$ cat src/verilog/dp_pkg.sv
// dispatch widths, RV32IM match constants, decode enums and the decoded-lane struct
package dp_pkg;

    // ======================================================================
    // sizes
    // ======================================================================
    localparam int DP_NUM     = 2;
    // holds a count from 0 to DP_NUM
    localparam int DP_CNT_W   = 2;
    localparam int ARCH_REG_W = 5;
    localparam int TAG_W      = 6;

    // x0 never takes a physical tag
    localparam logic [ARCH_REG_W-1:0] ZERO_REG = '0;

    typedef logic [31:0] inst_t;

    // ======================================================================
    // opcode and funct match values
    // ======================================================================
    localparam logic [6:0] OPC_LUI    = 7'b0110111;
    localparam logic [6:0] OPC_AUIPC  = 7'b0010111;
    localparam logic [6:0] OPC_JAL    = 7'b1101111;
    localparam logic [6:0] OPC_JALR   = 7'b1100111;
    localparam logic [6:0] OPC_BRANCH = 7'b1100011;
    localparam logic [6:0] OPC_LOAD   = 7'b0000011;
    localparam logic [6:0] OPC_STORE  = 7'b0100011;
    localparam logic [6:0] OPC_IMM    = 7'b0010011;
    localparam logic [6:0] OPC_REG    = 7'b0110011;
    localparam logic [6:0] OPC_SYSTEM = 7'b1110011;

    // funct7 groups of the register ALU opcode
    localparam logic [6:0] F7_BASE   = 7'b0000000;
    localparam logic [6:0] F7_ALT    = 7'b0100000;
    localparam logic [6:0] F7_MULDIV = 7'b0000001;

    // integer ALU funct3
    localparam logic [2:0] F3_ADD  = 3'b000;
    localparam logic [2:0] F3_SLL  = 3'b001;
    localparam logic [2:0] F3_SLT  = 3'b010;
    localparam logic [2:0] F3_SLTU = 3'b011;
    localparam logic [2:0] F3_XOR  = 3'b100;
    localparam logic [2:0] F3_SR   = 3'b101;
    localparam logic [2:0] F3_OR   = 3'b110;
    localparam logic [2:0] F3_AND  = 3'b111;

    // multiply funct3, the divide half is not decoded
    localparam logic [2:0] F3_MUL    = 3'b000;
    localparam logic [2:0] F3_MULH   = 3'b001;
    localparam logic [2:0] F3_MULHSU = 3'b010;
    localparam logic [2:0] F3_MULHU  = 3'b011;

    // memory access size
    localparam logic [2:0] F3_B  = 3'b000;
    localparam logic [2:0] F3_H  = 3'b001;
    localparam logic [2:0] F3_W  = 3'b010;
    localparam logic [2:0] F3_BU = 3'b100;
    localparam logic [2:0] F3_HU = 3'b101;

    localparam logic [2:0] F3_CSRRW = 3'b001;
    localparam logic [2:0] F3_CSRRS = 3'b010;
    localparam logic [2:0] F3_CSRRC = 3'b011;

    localparam inst_t WFI_WORD = 32'h1050_0073;

    // ======================================================================
    // decode result types
    // ======================================================================
    typedef enum logic [3:0] {
        ALU_ADD, ALU_SUB, ALU_SLT, ALU_SLTU, ALU_AND, ALU_OR, ALU_XOR,
        ALU_SLL, ALU_SRL, ALU_SRA, ALU_MUL, ALU_MULH, ALU_MULHSU, ALU_MULHU
    } alu_func_e;

    typedef enum logic [1:0] { OPA_RS1, OPA_PC, OPA_ZERO } opa_sel_e;

    typedef enum logic [2:0] {
        OPB_RS2, OPB_I_IMM, OPB_S_IMM, OPB_B_IMM, OPB_U_IMM, OPB_J_IMM
    } opb_sel_e;

    typedef enum logic [2:0] {
        FU_ALU, FU_MULT, FU_LOAD, FU_STORE, FU_BRANCH, FU_JUMP, FU_CSR, FU_NONE
    } fu_class_e;

    // one decoded lane as handed to the reservation stations
    typedef struct packed {
        logic [ARCH_REG_W-1:0] rd;
        logic [ARCH_REG_W-1:0] rs1;
        logic [ARCH_REG_W-1:0] rs2;
        alu_func_e             alu_func;
        opa_sel_e              opa_sel;
        opb_sel_e              opb_sel;
        fu_class_e             fu_class;
        logic                  halt;
        logic                  illegal;
    } dec_lane_t;

endpackage

$ cat src/verilog/dp_lane_if.sv
// per-lane decode bundle with decoder and consumer modports
interface dp_lane_if import dp_pkg::*; ();

    // raw word from the fetch queue
    inst_t     inst;
    // decoder result
    dec_lane_t dec;
    logic      illegal;
    // destination is a real register and needs a free-list tag
    logic      rd_used;

    modport dec_mp (
        input  inst,
        output dec,
        output illegal,
        output rd_used
    );

    // count control and rename stage only look
    modport use_mp (
        input inst,
        input dec,
        input illegal,
        input rd_used
    );

endinterface

$ cat src/verilog/dp_decoder.sv
// RV32IM opcode decoder for one dispatch lane with register field masking
module dp_decoder import dp_pkg::*; #(
    parameter int LANE_IDX = 0
) (
    dp_lane_if.dec_mp lane
);

    // ======================================================================
    // fields
    // ======================================================================
    logic [6:0] opcode;
    logic [2:0] funct3;
    logic [6:0] funct7;
    // register fields the opcode touches, {rd, rs1, rs2}
    logic [2:0] use_regs;
    dec_lane_t  dec;

    assign opcode = lane.inst[6:0];
    assign funct3 = lane.inst[14:12];
    assign funct7 = lane.inst[31:25];

    // catch a decoder placed on a lane that does not exist
    if (LANE_IDX >= DP_NUM) begin : g_idx_check
        $fatal(1, "dp_decoder lane index out of range");
    end

    // integer op from funct3, alt picks SUB or SRA
    function automatic alu_func_e int_func(input logic [2:0] f3, input logic alt);
        case (f3)
            F3_ADD:  int_func = alt ? ALU_SUB : ALU_ADD;
            F3_SLL:  int_func = ALU_SLL;
            F3_SLT:  int_func = ALU_SLT;
            F3_SLTU: int_func = ALU_SLTU;
            F3_XOR:  int_func = ALU_XOR;
            F3_SR:   int_func = alt ? ALU_SRA : ALU_SRL;
            F3_OR:   int_func = ALU_OR;
            default: int_func = ALU_AND;
        endcase
    endfunction

    // ======================================================================
    // opcode table
    // ======================================================================
    always_comb begin
        use_regs     = 3'b000;
        // defaults decode as a NOP on the integer ALU
        dec          = '0;
        dec.alu_func = ALU_ADD;
        dec.opa_sel  = OPA_RS1;
        dec.opb_sel  = OPB_RS2;
        dec.fu_class = FU_ALU;
        case (opcode)
            OPC_LUI: begin
                use_regs    = 3'b100;
                dec.opa_sel = OPA_ZERO;
                dec.opb_sel = OPB_U_IMM;
            end
            OPC_AUIPC: begin
                use_regs    = 3'b100;
                dec.opa_sel = OPA_PC;
                dec.opb_sel = OPB_U_IMM;
            end
            OPC_JAL: begin
                use_regs     = 3'b100;
                dec.opa_sel  = OPA_PC;
                dec.opb_sel  = OPB_J_IMM;
                dec.fu_class = FU_JUMP;
            end
            OPC_JALR: begin
                use_regs     = 3'b110;
                dec.opb_sel  = OPB_I_IMM;
                dec.fu_class = FU_JUMP;
                dec.illegal  = (funct3 != 3'b000);
            end
            OPC_BRANCH: begin
                use_regs     = 3'b011;
                dec.opa_sel  = OPA_PC;
                dec.opb_sel  = OPB_B_IMM;
                dec.fu_class = FU_BRANCH;
                // funct3 010 and 011 are holes in the branch space
                dec.illegal  = (funct3[2:1] == 2'b01);
            end
            OPC_LOAD: begin
                use_regs     = 3'b110;
                dec.opb_sel  = OPB_I_IMM;
                dec.fu_class = FU_LOAD;
                dec.illegal  = !(funct3 inside {F3_B, F3_H, F3_W, F3_BU, F3_HU});
            end
            OPC_STORE: begin
                use_regs     = 3'b011;
                dec.opb_sel  = OPB_S_IMM;
                dec.fu_class = FU_STORE;
                dec.illegal  = !(funct3 inside {F3_B, F3_H, F3_W});
            end
            OPC_IMM: begin
                use_regs     = 3'b110;
                dec.opb_sel  = OPB_I_IMM;
                dec.alu_func = int_func(funct3, funct3 == F3_SR && funct7 == F7_ALT);
                // shifts leave only the SRAI bit free in the upper immediate
                dec.illegal  = (funct3 == F3_SLL && funct7 != F7_BASE) ||
                               (funct3 == F3_SR && funct7 != F7_BASE && funct7 != F7_ALT);
            end
            OPC_REG: begin
                use_regs = 3'b111;
                if (funct7 == F7_MULDIV) begin
                    dec.fu_class = FU_MULT;
                    case (funct3)
                        F3_MUL:    dec.alu_func = ALU_MUL;
                        F3_MULH:   dec.alu_func = ALU_MULH;
                        F3_MULHSU: dec.alu_func = ALU_MULHSU;
                        F3_MULHU:  dec.alu_func = ALU_MULHU;
                        // divide and remainder have no unit behind dispatch
                        default:   dec.illegal  = 1'b1;
                    endcase
                end else if (funct7 == F7_BASE) begin
                    dec.alu_func = int_func(funct3, 1'b0);
                end else if (funct7 == F7_ALT && (funct3 == F3_ADD || funct3 == F3_SR)) begin
                    dec.alu_func = int_func(funct3, 1'b1);
                end else begin
                    dec.illegal = 1'b1;
                end
            end
            OPC_SYSTEM: begin
                if (lane.inst == WFI_WORD) begin
                    dec.halt     = 1'b1;
                    dec.fu_class = FU_NONE;
                end else begin
                    dec.fu_class = FU_CSR;
                    dec.illegal  = !(funct3 inside {F3_CSRRW, F3_CSRRS, F3_CSRRC});
                end
            end
            default: dec.illegal = 1'b1;
        endcase

        // illegal word reads and writes nothing and goes to no unit
        if (dec.illegal) begin
            use_regs     = 3'b000;
            dec.fu_class = FU_NONE;
        end

        // unused fields read as x0
        dec.rd  = use_regs[2] ? lane.inst[11:7] : ZERO_REG;
        dec.rs1 = use_regs[1] ? lane.inst[19:15] : ZERO_REG;
        dec.rs2 = use_regs[0] ? lane.inst[24:20] : ZERO_REG;
    end

    assign lane.dec     = dec;
    assign lane.illegal = dec.illegal;
    assign lane.rd_used = (dec.rd != ZERO_REG);

endmodule

$ cat src/verilog/dp_rename_stage.sv
// free-list tag routing and the dispatch to reservation station pipeline register
module dp_rename_stage import dp_pkg::*; (
    input  logic                clk_i,
    input  logic                rst_n_i,
    input  logic [DP_CNT_W-1:0] dp_cnt_i,
    input  logic                cut_i,
    dp_lane_if.use_mp           lanes [DP_NUM],
    input  logic [TAG_W-1:0]    fl_tag_i [DP_NUM],
    output logic [DP_CNT_W-1:0] dp_num_o,
    output logic [DP_CNT_W-1:0] fl_num_o,
    output logic [DP_NUM-1:0]   lane_valid_o,
    output logic                illegal_o,
    output dec_lane_t           lane_o [DP_NUM],
    output logic [TAG_W-1:0]    tag_o [DP_NUM]
);

    dec_lane_t           lane_dec [DP_NUM];
    logic [DP_NUM-1:0]   lane_rd;
    logic [DP_NUM-1:0]   valid_nxt;
    // running free-list slot, ends as the number of tags taken
    logic [DP_CNT_W-1:0] fl_idx;
    logic [TAG_W-1:0]    tag_nxt [DP_NUM];

    for (genvar k = 0; k < DP_NUM; k++) begin : g_lane
        assign lane_dec[k] = lanes[k].dec;
        assign lane_rd[k]  = lanes[k].rd_used;
    end

    // ======================================================================
    // tag routing
    // ======================================================================
    always_comb begin
        fl_idx = '0;
        for (int k = 0; k < DP_NUM; k++) begin
            valid_nxt[k] = (DP_CNT_W'(k) < dp_cnt_i);
            tag_nxt[k]   = '0;
            // next free-list entry goes to the next writing lane
            if (valid_nxt[k] && lane_rd[k]) begin
                for (int n = 0; n < DP_NUM; n++) begin
                    if (fl_idx == DP_CNT_W'(n)) begin
                        tag_nxt[k] = fl_tag_i[n];
                    end
                end
                fl_idx = fl_idx + 1'b1;
            end
        end
    end

    // ======================================================================
    // output register
    // ======================================================================
    always_ff @(posedge clk_i or negedge rst_n_i) begin
        if (!rst_n_i) begin
            dp_num_o     <= '0;
            fl_num_o     <= '0;
            lane_valid_o <= '0;
            illegal_o    <= 1'b0;
        end else begin
            dp_num_o     <= dp_cnt_i;
            fl_num_o     <= fl_idx;
            lane_valid_o <= valid_nxt;
            illegal_o    <= cut_i;
        end
    end

    // payload is qualified by lane_valid_o downstream
    always_ff @(posedge clk_i) begin
        for (int k = 0; k < DP_NUM; k++) begin
            lane_o[k] <= lane_dec[k];
            tag_o[k]  <= tag_nxt[k];
        end
    end

endmodule

$ cat src/verilog/dp_top.sv
// two-lane dispatch top with decoders, count control and rename register
module dp_top import dp_pkg::*; (
    input  logic                clk_i,
    input  logic                rst_n_i,
    // from the fetch queue
    input  inst_t               inst_i [DP_NUM],
    // free space reported by each consumer
    input  logic [DP_CNT_W-1:0] rob_avail_i,
    input  logic [DP_CNT_W-1:0] fiq_avail_i,
    input  logic [DP_CNT_W-1:0] rs_avail_i,
    input  logic [DP_CNT_W-1:0] fl_avail_i,
    // head of the free list, oldest first
    input  logic [TAG_W-1:0]    fl_tag_i [DP_NUM],
    // registered dispatch bundle
    output logic [DP_CNT_W-1:0] dp_num_o,
    output logic [DP_CNT_W-1:0] fl_num_o,
    output logic [DP_NUM-1:0]   lane_valid_o,
    output logic                illegal_o,
    output dec_lane_t           lane_o [DP_NUM],
    output logic [TAG_W-1:0]    tag_o [DP_NUM]
);

    logic [DP_CNT_W-1:0] dp_cnt;
    logic                cut;

    dp_lane_if lane_if [DP_NUM] ();

    // ======================================================================
    // one decoder per lane
    // ======================================================================
    for (genvar k = 0; k < DP_NUM; k++) begin : g_dec
        assign lane_if[k].inst = inst_i[k];

        dp_decoder #(
            .LANE_IDX (k)
        ) u_dec (
            .lane     (lane_if[k])
        );
    end

    dp_width_ctrl u_width (
        .rob_avail_i (rob_avail_i),
        .fiq_avail_i (fiq_avail_i),
        .rs_avail_i  (rs_avail_i),
        .fl_avail_i  (fl_avail_i),
        .lanes       (lane_if),
        .dp_cnt_o    (dp_cnt),
        .cut_o       (cut)
    );

    dp_rename_stage u_rename (
        .clk_i        (clk_i),
        .rst_n_i      (rst_n_i),
        .dp_cnt_i     (dp_cnt),
        .cut_i        (cut),
        .lanes        (lane_if),
        .fl_tag_i     (fl_tag_i),
        .dp_num_o     (dp_num_o),
        .fl_num_o     (fl_num_o),
        .lane_valid_o (lane_valid_o),
        .illegal_o    (illegal_o),
        .lane_o       (lane_o),
        .tag_o        (tag_o)
    );

endmodule

$ cat src/verilog/dp_width_ctrl.sv
// dispatch count comparator tree and truncation at the first illegal lane
module dp_width_ctrl import dp_pkg::*; (
    input  logic [DP_CNT_W-1:0] rob_avail_i,
    input  logic [DP_CNT_W-1:0] fiq_avail_i,
    input  logic [DP_CNT_W-1:0] rs_avail_i,
    input  logic [DP_CNT_W-1:0] fl_avail_i,
    dp_lane_if.use_mp           lanes [DP_NUM],
    output logic [DP_CNT_W-1:0] dp_cnt_o,
    output logic                cut_o
);

    logic [DP_CNT_W-1:0] min_q_rob;
    logic [DP_CNT_W-1:0] min_rs_fl;
    logic [DP_CNT_W-1:0] min_all;
    logic [DP_CNT_W-1:0] avail;
    logic [DP_NUM-1:0]   lane_ill;

    for (genvar k = 0; k < DP_NUM; k++) begin : g_ill
        assign lane_ill[k] = lanes[k].illegal;
    end

    // ======================================================================
    // smallest free space over the four consumers
    // ======================================================================
    assign min_q_rob = (rob_avail_i < fiq_avail_i) ? rob_avail_i : fiq_avail_i;
    assign min_rs_fl = (rs_avail_i < fl_avail_i) ? rs_avail_i : fl_avail_i;
    assign min_all   = (min_q_rob < min_rs_fl) ? min_q_rob : min_rs_fl;
    // a count of 3 fits the field but there are only two lanes
    assign avail     = (min_all > DP_CNT_W'(DP_NUM)) ? DP_CNT_W'(DP_NUM) : min_all;

    // stop in front of the lowest illegal lane inside the window
    always_comb begin
        dp_cnt_o = avail;
        cut_o    = 1'b0;
        // walk downwards so the lowest hit wins
        for (int k = DP_NUM - 1; k >= 0; k--) begin
            if ((DP_CNT_W'(k) < avail) && lane_ill[k]) begin
                dp_cnt_o = DP_CNT_W'(k);
                cut_o    = 1'b1;
            end
        end
    end

endmodule
$ cat config.mk
export PLATFORM = sky130hd
export DESIGN_NAME = dp_top
export DESIGN_NICKNAME = d
export VERILOG_FILES = /design/src/verilog/dp_pkg.sv /design/src/verilog/dp_lane_if.sv /design/src/verilog/dp_decoder.sv /design/src/verilog/dp_rename_stage.sv /design/src/verilog/dp_top.sv /design/src/verilog/dp_width_ctrl.sv
export SDC_FILE = /design/constraint.sdc
export NUM_CORES = 1
export LEC_CHECK = 0
export ABC_AREA = 0
export BUFFER_PORTS_ARGS = -buffer_cell sky130_fd_sc_hd__buf_2
export CAP_MARGIN = 20
export CORE_ASPECT_RATIO = 2
export CORE_MARGIN = 2
export CORE_UTILIZATION = 45
export CTS_CLUSTER_SIZE = 16
export DETAILED_ROUTE_END_ITERATION = 6
export PLACE_DENSITY = 0.73
export SYNTH_ARGS = -nofsm -noshare
export SYNTH_HDL_FRONTEND = slang
export SYNTH_HIERARCHICAL = 1
export SYNTH_SLANG_ARGS = --single-unit
$ cat constraint.sdc
create_clock -name clk_i -period 1.21 [get_ports clk_i]
set_clock_uncertainty 0.15 [all_clocks]
set_input_delay 0.3025 -clock clk_i [delete_from_list [all_inputs] [get_ports clk_i]]
set_output_delay 0.3025 -clock clk_i [all_outputs]
set_load 0.1 [all_outputs]
==> results of run 1 <==
## cell families after synthesis
kind of cell | after synthesis | share of synthesized area, %
flip-flops | 76 | 41.82
adder cells (fa/ha/maj) | 6 | 2.024
multiplexers | 8 | 2.159
AND/OR/NAND/NOR | 208 | 33.79
XOR/XNOR | 2 | 0.4723
buffers and inverters | 47 | 5.868
AO/OA/AOI/OAI | 73 | 13.86
## synth_stat cells, drive strengths merged, types with 4 or more instances
master   number
dfxtp        70
mux2i         8
clkbuf       16
a21oi        15
dfrtp         6
nor3         16
o2111ai       4
nor4         14
nand2        40
o21ai        26
or3           9
buf           8
or2           6
o311ai        4
and2          4
or4           4
and4b        10
nor3b         9
nand4         4
and3         11
ha            6
nor4b         4
nor2         36
nand3        16
nor4bb        4
a2111oi       4
inv          23
nor2b         6
## metrics by stage
step | setup slack [ns] | util (%)
4_1_cts | -1.382 | 94.82
3_5_place_dp | -1.872 | 84.45
3_3_place_gp | -1.758 | 84.45
2_1_floorplan | -1.560 | -
## what timing repair did
item,4_1_cts
resized for setup,78
hold endpoints to repair,6
pin swaps,21
endpoints found under the setup margin,145
cloned,1
hold buffers,1
setup buffers,16
==> impl_metrics.ini, run 1 <==
[logic_synthesis]
ys_seq_elements = 76
synth_flop_cell = dfxtp_1
ys_warn_count = 6
synth_edf_count = 0
syn-num-nets = 512
synth_area_leaders = dfxtp_1, dfrtp_1, nand2_1
synth-async-reset-ratio_pct = 7.895
synth_top_area_share_pct = 37.77
synth_area_mm2 = 0.003710
yosysSeqAreaShare_pct = 41.82
synth_cell_types = 57
synthCells = 420
avgSynthCellArea_um2 = 8.833
synth_top_area_cell = dfxtp_1

[global_route]
grt_max_degree = 15

[run_status]
tool.error = [ERROR DPL-0038] Utilization greater than 100%, impossible to legalize
last-stage-reached = global routing (5_1_grt)
outcome = aborted with a tool error

[cts]
cts_root_buf = clkbuf_16
cts.sinks = 76
numCtsBuffers = 9
cts_buffer_depth = 2
h-tree-depth = 3

[floorplan]
ios = 163
die_h_um = 132.4
fp.dieW_um = 68.20
num_rows = 46
initial_core_util_pct = 46.71

[timing]
worst_endpoint_kind = register input
worst_endpoint = u_rename/fl_num_o[0]$_DFF_PN0_/D

[placed_design]
place.gp.congestion = 0.9397
portBuffers = 162
dpl.cell_count = 771
postPlaceCellArea_mm2 = 0.006708
dp_hpwl_mm = 12.52
==> run 2: changes to the inputs <==
--- a/config.mk
+++ b/config.mk
@@ -8,12 +8,10 @@
 export ABC_AREA = 0
 export BUFFER_PORTS_ARGS = -buffer_cell sky130_fd_sc_hd__buf_2
 export CAP_MARGIN = 20
-export CORE_ASPECT_RATIO = 2
 export CORE_MARGIN = 2
-export CORE_UTILIZATION = 45
-export CTS_CLUSTER_SIZE = 16
+export CORE_UTILIZATION = 30
 export DETAILED_ROUTE_END_ITERATION = 6
-export PLACE_DENSITY = 0.73
+export PLACE_DENSITY_LB_ADDON = 0.15
 export SYNTH_ARGS = -nofsm -noshare
 export SYNTH_HDL_FRONTEND = slang
 export SYNTH_HIERARCHICAL = 1
==> run 2 against run 1 <==
  * Synthesized cell count is the same
  * Area after synthesis is the same
  * The flow now finishes, with violations (setup timing)
==> impl_metrics.ini, run 2 <==
[global_route]
grt_pass1_wl_mm = 20.67
grt_max_degree = 16
gr-total-overflow = 0
antenna_found_initial = 0
grt.total_usage_pct = 19.64
first_global_vias = 4293

[setup_path]
critPathMaxStageDelay_ns = 0.57
crit_type = input port to register
path_delay_family = simple AND/OR/NAND/NOR gates
crit_top_cell = buf_6
worst_ep_arrival_time_ns = 2.71
crit_chain = buf_6 > or4_4 > or2_4 > o311ai_4 > nand2_2 > or3_4 > buf_6 > nor3b_4 > buf_6 > buf_6 > nand2_8 > o21ai_2
cp_num_buf_inv = 4
required_ns = 1.31
critPathSlowestCell = or4_4
startpoint_type = input port
worstSetupEndpointType = register
cp_max_fo = 7

[cts]
tritoncts = done
cts_buffer_depth = 2
path_clk_slew_ns = 0.06
numCtsBuffers = 9
cts.sinks = 76
h-tree-depth = 3
cts_root_buf = clkbuf_16

[layout]
layout-drive-gt1-share_pct = 67.47
syn_to_final_growth_pct = 110.3
final_cell_mix = buf_4, buf_2, buf_12, dfxtp_2, nand2_1
layout.nets = 791
reg.largest.list = u_rename/lane_o: 58 flops, u_rename/tag_o: 12 flops
mostFrequentLayoutCell = buf_4
regMostFlops = u_rename/lane_o
nFillCells = 959
postLayoutCellArea_mm2 = 0.007800
antennaDiodeCount = 0
largest_reg_flops = 58

[logic_synthesis]
synth_edf_count = 0
synth_cell_types = 57
ys_seq_elements = 76
synth_area_leaders = dfxtp_1, dfrtp_1, nand2_1
synth_top_area_share_pct = 37.77
synthCells = 420
synth-async-reset-ratio_pct = 7.895
yosysSeqAreaShare_pct = 41.82
avgSynthCellArea_um2 = 8.833
ys_top_cells_by_count = dfxtp_1, nand2_1, nor2_1, inv_1, o21ai_0
ys_warn_count = 6
synth_flop_cell = dfxtp_1
syn-num-nets = 512
synth.most_common_cell = dfxtp_1
synth_area_mm2 = 0.003710
synth_top_area_cell = dfxtp_1

[timing]
hold_viol = 0
max_slew_margin_pct = 75.01
grt_setup_unrepaired = yes
timing.final.crit_share_pct = 215.5
fmax_ghz = 0.3835
max_slew.worst_pin.slew_ns = 0.3696
slew_viol_final = 0
min_period_ns = 2.607
worst_slack_ns = -1.397
setup_viol = 143

[power_and_ir_drop]
peakVddDrop_v = 0.0004725
p_total_w = 0.006536
power.density_mw_per_mm2 = 838.0
leakage_nw = 3.354

[floorplan]
dieArea_mm2 = 0.01327
initial_core_util_pct = 30.76
ios = 163
die_h_um = 115.2
fp.dieW_um = 115.2
core_area_mm2 = 0.01206
num_rows = 40

[placed_design]
portBuffers = 162
postPlaceCellArea_mm2 = 0.006755
place.gp.congestion = 0.9809
place_ws_ns = -1.791
dp_hpwl_mm = 10.19

[route]
drt-total-wl_mm = 13.32
drc = 0
wl_per_cell_um = 15.28
antenna_left = 0
drt-pass1-iter-count = 4
vias = 4252
vias_per_cell = 4.876
first_iter_violations = 162

[worst_hold_path]
hp-class = input port to register

[run_status]
violations = setup timing
outcome = finished with violations

[flow_run]
max_cap_violations = 0
run 2: cell counts after synthesis:
Identical to the previous run, type by type.
run 2: cells by family after synthesis:
kind of cell,after synthesis,share of synthesized area (%)
simple gates,208,33.79
flops,76,41.82
compound gates,73,13.86
buf+inv,47,5.868
mux,8,2.159
fa+ha+maj,6,2.024
xor+xnor,2,0.4723
run 2: path summary, 6_finish.rpt:
| path | from | endpoint | slack [ns] | cells past startpoint |
|---|---|---|---|---|
| worst max-delay path | inst_i[63] | u_rename/fl_num_o[0] | -1.40 | 12 |
| worst min-delay path | inst_i[8] | u_rename/lane_o[25] | 0.06 | 3 |
| max in group asynchronous | rst_n_i | u_rename/dp_num_o[1] | 0.58 | 2 |
| min in group asynchronous | rst_n_i | u_rename/dp_num_o[1] | 0.17 | 2 |
run 2: final cells by class:
class,count,area (µm²),area share [%]
multi-input cells,297,2464,31.58
clock inverters,4,50.05,0.6416
flip-flops and latches,76,1649,21.14
inverters,23,86.33,1.107
well taps,168,210.2,2.695
clock buffers,12,246.5,3.160
repair buffers,292,3094,39.67
run 2: repair_timing:
action / 4_1_cts / 5_1_grt
resized for setup: 67 / 55
setup buffers: 19 / 9
hold buffers: 1 / 0
endpoints found under the setup margin: 143 / 143
pin swaps: 30 / 14
hold endpoints to repair: 6 / 0
run 2: report_power, final:
group	internal [W]	total, W	switching (W)
clock	0.00165	0.00265	0.00100
combinational	0.000574	0.00131	0.000739
sequential	0.00254	0.00257	0.0000268
run 2: layer usage:
layer | share of wire [%] | GRT usage [%] | up-vias
li1 | - | - | 2084
met1 | 41 | 23.34 | 2001
met2 | 51 | 34.90 | 142
met3 | 6.2 | 4.323 | 25
met4 | 2.2 | 6.827 | 0
met5 | 0 | 0 | -
run 2: metrics by stage:
stage	instances	util, %	setup TNS [ns]	hold WS [ns]
finish	872	64.67	-69.00	0.06015
global route	872	64.67	-74.75	0.05958
CTS	869	62.56	-70.46	0.04809
detailed placement	834	56.01	-83.60	-0.01439
global placement	834	56.01	-81.31	-0.01872
floorplan	420	-	-63.88	-0.1431
(Power assumes the default switching activity.)
